**src/hw/bpu_pkg.sv**
```systemverilog
`default_nettype none

package bpu_pkg;

   // Address and fetch block geometry
   localparam int PC_W        = 32;
   localparam int FETCH_N     = 2;
   localparam int INSN_BYTES  = 4;
   localparam int INSN_OFS_W  = $clog2(INSN_BYTES);
   localparam int SLOT_W      = $clog2(FETCH_N);
   localparam int FETCH_BYTES = FETCH_N * INSN_BYTES;
   localparam int FETCH_OFS_W = INSN_OFS_W + SLOT_W;

   // Pattern history table, also sets the global history length
   localparam int PHT_AW = 8;
   localparam int PHT_DW = 2;

   // Branch target buffer
   localparam int BTB_AW    = 6;
   localparam int BTB_TAG_W = PC_W - BTB_AW - INSN_OFS_W;
   // Entry is {imme, target, tag, is_bcc, valid}
   localparam int BTB_DW    = 1 + PC_W + BTB_TAG_W + 1 + 1;

   // Per-slot update word, MSB first: {count, pht_addr, btb_addr, imme, target, taken}
   localparam int UPD_W = PHT_DW + PHT_AW + BTB_AW + 1 + PC_W + 1;

   // Low part that writeback does not hand back
   localparam int UPD_TAKEN_TGT_W = PC_W + 1;

   localparam int UPD_TAKEN_LSB    = 0;
   localparam int UPD_TGT_LSB      = UPD_TAKEN_LSB + 1;
   localparam int UPD_IMME_LSB     = UPD_TGT_LSB + PC_W;
   localparam int UPD_BTB_ADDR_LSB = UPD_IMME_LSB + 1;
   localparam int UPD_PHT_ADDR_LSB = UPD_BTB_ADDR_LSB + BTB_AW;
   localparam int UPD_COUNT_LSB    = UPD_PHT_ADDR_LSB + PHT_AW;

   // First fetch address out of reset
   localparam logic [PC_W-1:0] RESET_PC = 32'h0000_1000;

endpackage

`default_nettype wire
```
**src/hw/fetch_pc_gen.sv**
```systemverilog
`timescale 1ns/1ps
`default_nettype none

module fetch_pc_gen
   import bpu_pkg::*;
(
   input  logic                    clk,
   input  logic                    rst,
   input  logic                    stall,
   input  logic                    redirect,
   input  logic [PC_W-1:0]         redirect_pc,
   input  logic [FETCH_N-1:0]      pred_taken,
   input  logic [PC_W*FETCH_N-1:0] pred_npc,
   input  logic                    s2_valid,
   output logic                    re,
   output logic [PC_W*FETCH_N-1:0] pc,
   output logic [FETCH_N-1:0]      valid,
   output logic                    out_valid
);

   logic [PC_W-1:0] fetch_pc;
   logic [PC_W-1:0] fetch_pc_nxt;
   logic [PC_W-1:0] block_base;
   logic [PC_W-1:0] pred_pc;
   logic            pred_follow;
   logic            squash;

   assign re = ~stall;

   // Aligned block base, slots below the entry word are masked off
   assign block_base = {fetch_pc[PC_W-1:FETCH_OFS_W], {FETCH_OFS_W{1'b0}}};

   for (genvar i = 0; i < FETCH_N; i++)
   begin : g_slot
      assign pc[i*PC_W +: PC_W] = block_base + PC_W'(i * INSN_BYTES);
      assign valid[i] = (fetch_pc[FETCH_OFS_W-1:INSN_OFS_W] <= SLOT_W'(i));
   end

   // Lowest taken slot wins
   always_comb
   begin
      pred_pc = pred_npc[PC_W-1:0];
      for (int i = FETCH_N - 1; i >= 0; i--)
      begin
         if (pred_taken[i])
         begin
            pred_pc = pred_npc[i*PC_W +: PC_W];
         end
      end
   end

   // A squashed stage-2 block must not steer fetch
   assign pred_follow = s2_valid & ~squash & (|pred_taken);
   assign out_valid   = s2_valid & ~squash;

   always_comb
   begin
      if (redirect)
         fetch_pc_nxt = redirect_pc;
      else if (pred_follow)
         fetch_pc_nxt = pred_pc;
      else if (re)
         fetch_pc_nxt = block_base + PC_W'(FETCH_BYTES);
      else
         fetch_pc_nxt = fetch_pc;
   end

   // Squash rides with the block captured on the same edge
   always_ff @(posedge clk)
   begin
      if (rst)
      begin
         fetch_pc <= RESET_PC;
         squash   <= 1'b0;
      end
      else
      begin
         fetch_pc <= fetch_pc_nxt;
         if (re)
         begin
            squash <= redirect | pred_follow;
         end
      end
   end

endmodule

`default_nettype wire

```
**config.mk**
```make
export PLATFORM = sky130hd
export DESIGN_NAME = fetch_pc_gen
export DESIGN_NICKNAME = d
export VERILOG_FILES = /design/src/hw/bpu_pkg.sv /design/src/hw/fetch_pc_gen.sv
export SDC_FILE = /design/constraint.sdc
export NUM_CORES = 1
export LEC_CHECK = 0
export ABC_AREA = 1
export BUFFER_PORTS_ARGS = -buffer_cell sky130_fd_sc_hd__buf_4
export CORE_UTILIZATION = 45
export CTS_BUF_LIST = sky130_fd_sc_hd__clkbuf_4 sky130_fd_sc_hd__clkbuf_8 sky130_fd_sc_hd__clkbuf_16
export DETAILED_ROUTE_END_ITERATION = 10
export PLACE_DENSITY = 0.79
export REMOVE_ABC_BUFFERS = 1
export SYNTH_ARGS = -nofsm -noshare
export SYNTH_HDL_FRONTEND = slang
export SYNTH_SLANG_ARGS = --single-unit
export TNS_END_PERCENT = 100
```
**constraint.sdc**
```tcl
create_clock -name clk -period 2.1 [get_ports clk]
set_input_delay 0.105 -clock clk [delete_from_list [all_inputs] [get_ports clk]]
set_output_delay 0.105 -clock clk [all_outputs]
set_load 0.005 [all_outputs]
```
==> results.ini <==
[placement]
io_buffers = 157
routabilityCongestion = 0.946
dp_hpwl_um = 7440
placed_area_um2 = 4100
dp_slack_ns = 0.412

[global_route]
grt_max_degree = 43
grt_first_pass_wirelength_um = 15500
overflow = 0
gr-usage-all-layers = 0.254
grt_pass1_vias = 3420
antenna_found_initial = 0

[synthesis]
yosysMostFrequentCell = nand2_1
synth_top_area_frac = 0.188
synth_cell_type_count = 29
yosysTopAreaCell = dfxtp_1
ys_warn_count = 0
yosys-top-cells-count = 103 x nand2_1, 75 x nor2_1, 65 x buf_4, 49 x a21oi_1, 35 x o21ai_0
synthCells = 552
avgSynthCellArea_um2 = 5.97
ys_seq_elements = 31
async_flop_share = 0
synth_seq_area_share = 0.188
synth_edf_count = 0
synthFlopType = dfxtp_1
syn_area_um2 = 3300
yosys-top-cells-area = dfxtp_1 19%, buf_4 15%, nand2_1 12%

[setup_path]
endpoint_kind = register
cp-start-kind = register
cp.required_ns = 2.31
crit_type = reg -> reg
worst-r2r-cell-count = 11
worstPathArrival_ns = 1.92
r2r-start = fetch_pc[3]
timing.rr.end = fetch_pc[21]
r2r_setup_slack_ns = 0.39
cp_max_fo = 7

[routing]
drt_iter0_markers = 168
drc = 0
ant_nets = 0
vias = 3691
drtPass1Iterations = 5
vias_per_cell = 4.99
routed_wl_um = 9670
wl_per_cell_um = 13.1

[clock_tree]
htreeDepth = 2
cts_resized = 0
cts_tree = done
clk_pin_slew_ns = 0.07
cts_buffer_depth = 2
clk_latency_ns = 0.28
cts_buffers = 5
cts_num_sinks = 31
clock-root-buffer = clkbuf_8

[timing]
setup_slack_ns = 0.391
finalClockSkew_ns = 0.00634
rsz0062_at_grt = false
min_period_over_period = 0.814
setup_viol_count_final = 0
finalHoldViolCount = 0
fmax_mhz = 585
fin_tns_setup_ns = 0
whs_ns = 0.0698
period_needed_ns = 1.71
final_max_slew_viol_count = 0

[finish]
drive_above_1_share = 0.344
fillers = 699
finalNetCount = 746
syn_to_final_growth_pct = 27.7
final_area_um2 = 4210
multi_input_area_um2 = 1940
ff_latch_area_um2 = 621
diodes = 0

[pwr]
sw_frac_of_total = 0.325
p_comb_frac = 0.352
p_sw_w = 0.000644
p_leak_nw = 2.01
irDropWorstVdd_uv = 362
p_per_area_nw_per_um2 = 471
power_w = 0.00198
p_int_w = 0.00134
clock_power_share = 0.273
power_frac_seq = 0.375

[run]
max_cap_viol_count = 0

[min_path]
whs_endpoint = squash
hold_depth = 3
min_path_type = in -> reg
hold_path.startpoint = stall

[die]
io_pins = 171
die_w_um = 87.6
rows = 30
core_area_um2 = 6940
start_util = 0.475
die-area_um2 = 7670
die_h_um = 87.6

[run_status]
status = finished, final reports clean

-- cell usage in the layout, fill, tap and decap left out, types with 14 or more instances in the layout --
cell type,synthesis,final
buf_4,65,168
nand2_1,103,103
nor2_1,75,75
a21oi_1,49,49
o21ai_0,35,35
nand3_1,32,32
inv_1,31,31
dfxtp_1,31,31
nor3_1,16,16
o22ai_1,14,14
-- per-stage QoR --
stage | std cells | utilization
floorplan | 465 | -
global placement | 730 | 0.590
detailed placement | 730 | 0.590
CTS | 739 | 0.606
global route | 739 | 0.606
finish | 739 | 0.606
-- power groups by stage --
stage / sequential [W] / combinational, W / clock, W
finish: 0.000743 / 0.000699 / 0.000541
global route: 0.000756 / 0.000779 / 0.000578
CTS: 0.000743 / 0.000700 / 0.000550
detailed placement: 0.000756 / 0.000696 / 0
global placement: 0.000752 / 0.000679 / 0
floorplan: 0.000743 / 0.000288 / 0
-- worst max-delay path, cell delays in order, from the launching register on --
cell     delay [ns]
dfxtp_1        0.43
ha_1           0.20
nand2_1        0.11
nor2_4         0.18
nand2_4        0.13
nor2_4         0.17
nand2_1        0.08
nand2_1        0.06
nand3_1        0.06
nand2_1        0.07
nand2_1        0.06
a21oi_2        0.12
-- state kept, by name, indices dropped and copies added, names as in the netlist --
signal and count:
fetch_pc 30, squash 1
-- area by class of cell --
type	count	share of cell area
clock buffers	8	0.0247
multi-input cells	398	0.460
flip-flops and latches	31	0.147
inverters	36	0.0321
well taps	96	0.0285
repair buffers	170	0.307
-- repair_timing --
action	4_1_cts	5_1_grt
setup buffers	0	0
hold buffers	1	0
hold endpoints to repair	1	0
-- per-layer routing --
metal  global-route usage  up-vias  wire length (um)
met3               0.0377        6               696
met2                0.448      148              4660
met5                    0        -                 0
met1                0.335     1627              4270
li1                     -     1910                 -
met4               0.0373        0                46
-- worst max-delay path by stage --
stage             startpoint            to  cells past startpoint
4_1_cts          fetch_pc[3]  fetch_pc[21]                     11
3_5_place_dp     fetch_pc[3]  fetch_pc[21]                     11
5_1_grt          fetch_pc[3]  fetch_pc[21]                     11
2_1_floorplan  pred_taken[0]   fetch_pc[3]                      9
3_3_place_gp     fetch_pc[3]  fetch_pc[29]                     11
6_report         fetch_pc[3]  fetch_pc[21]                     11
-- logic make-up after synthesis --
group | after synthesis | synth area share
buf+inv | 128 | 0.229
simple gates | 261 | 0.357
fa+ha+maj | 1 | 0.00380
compound gates | 123 | 0.203
flops | 31 | 0.188
xor+xnor | 6 | 0.0159
other cells | 2 | 0.00228
(Power assumes the default switching activity.)
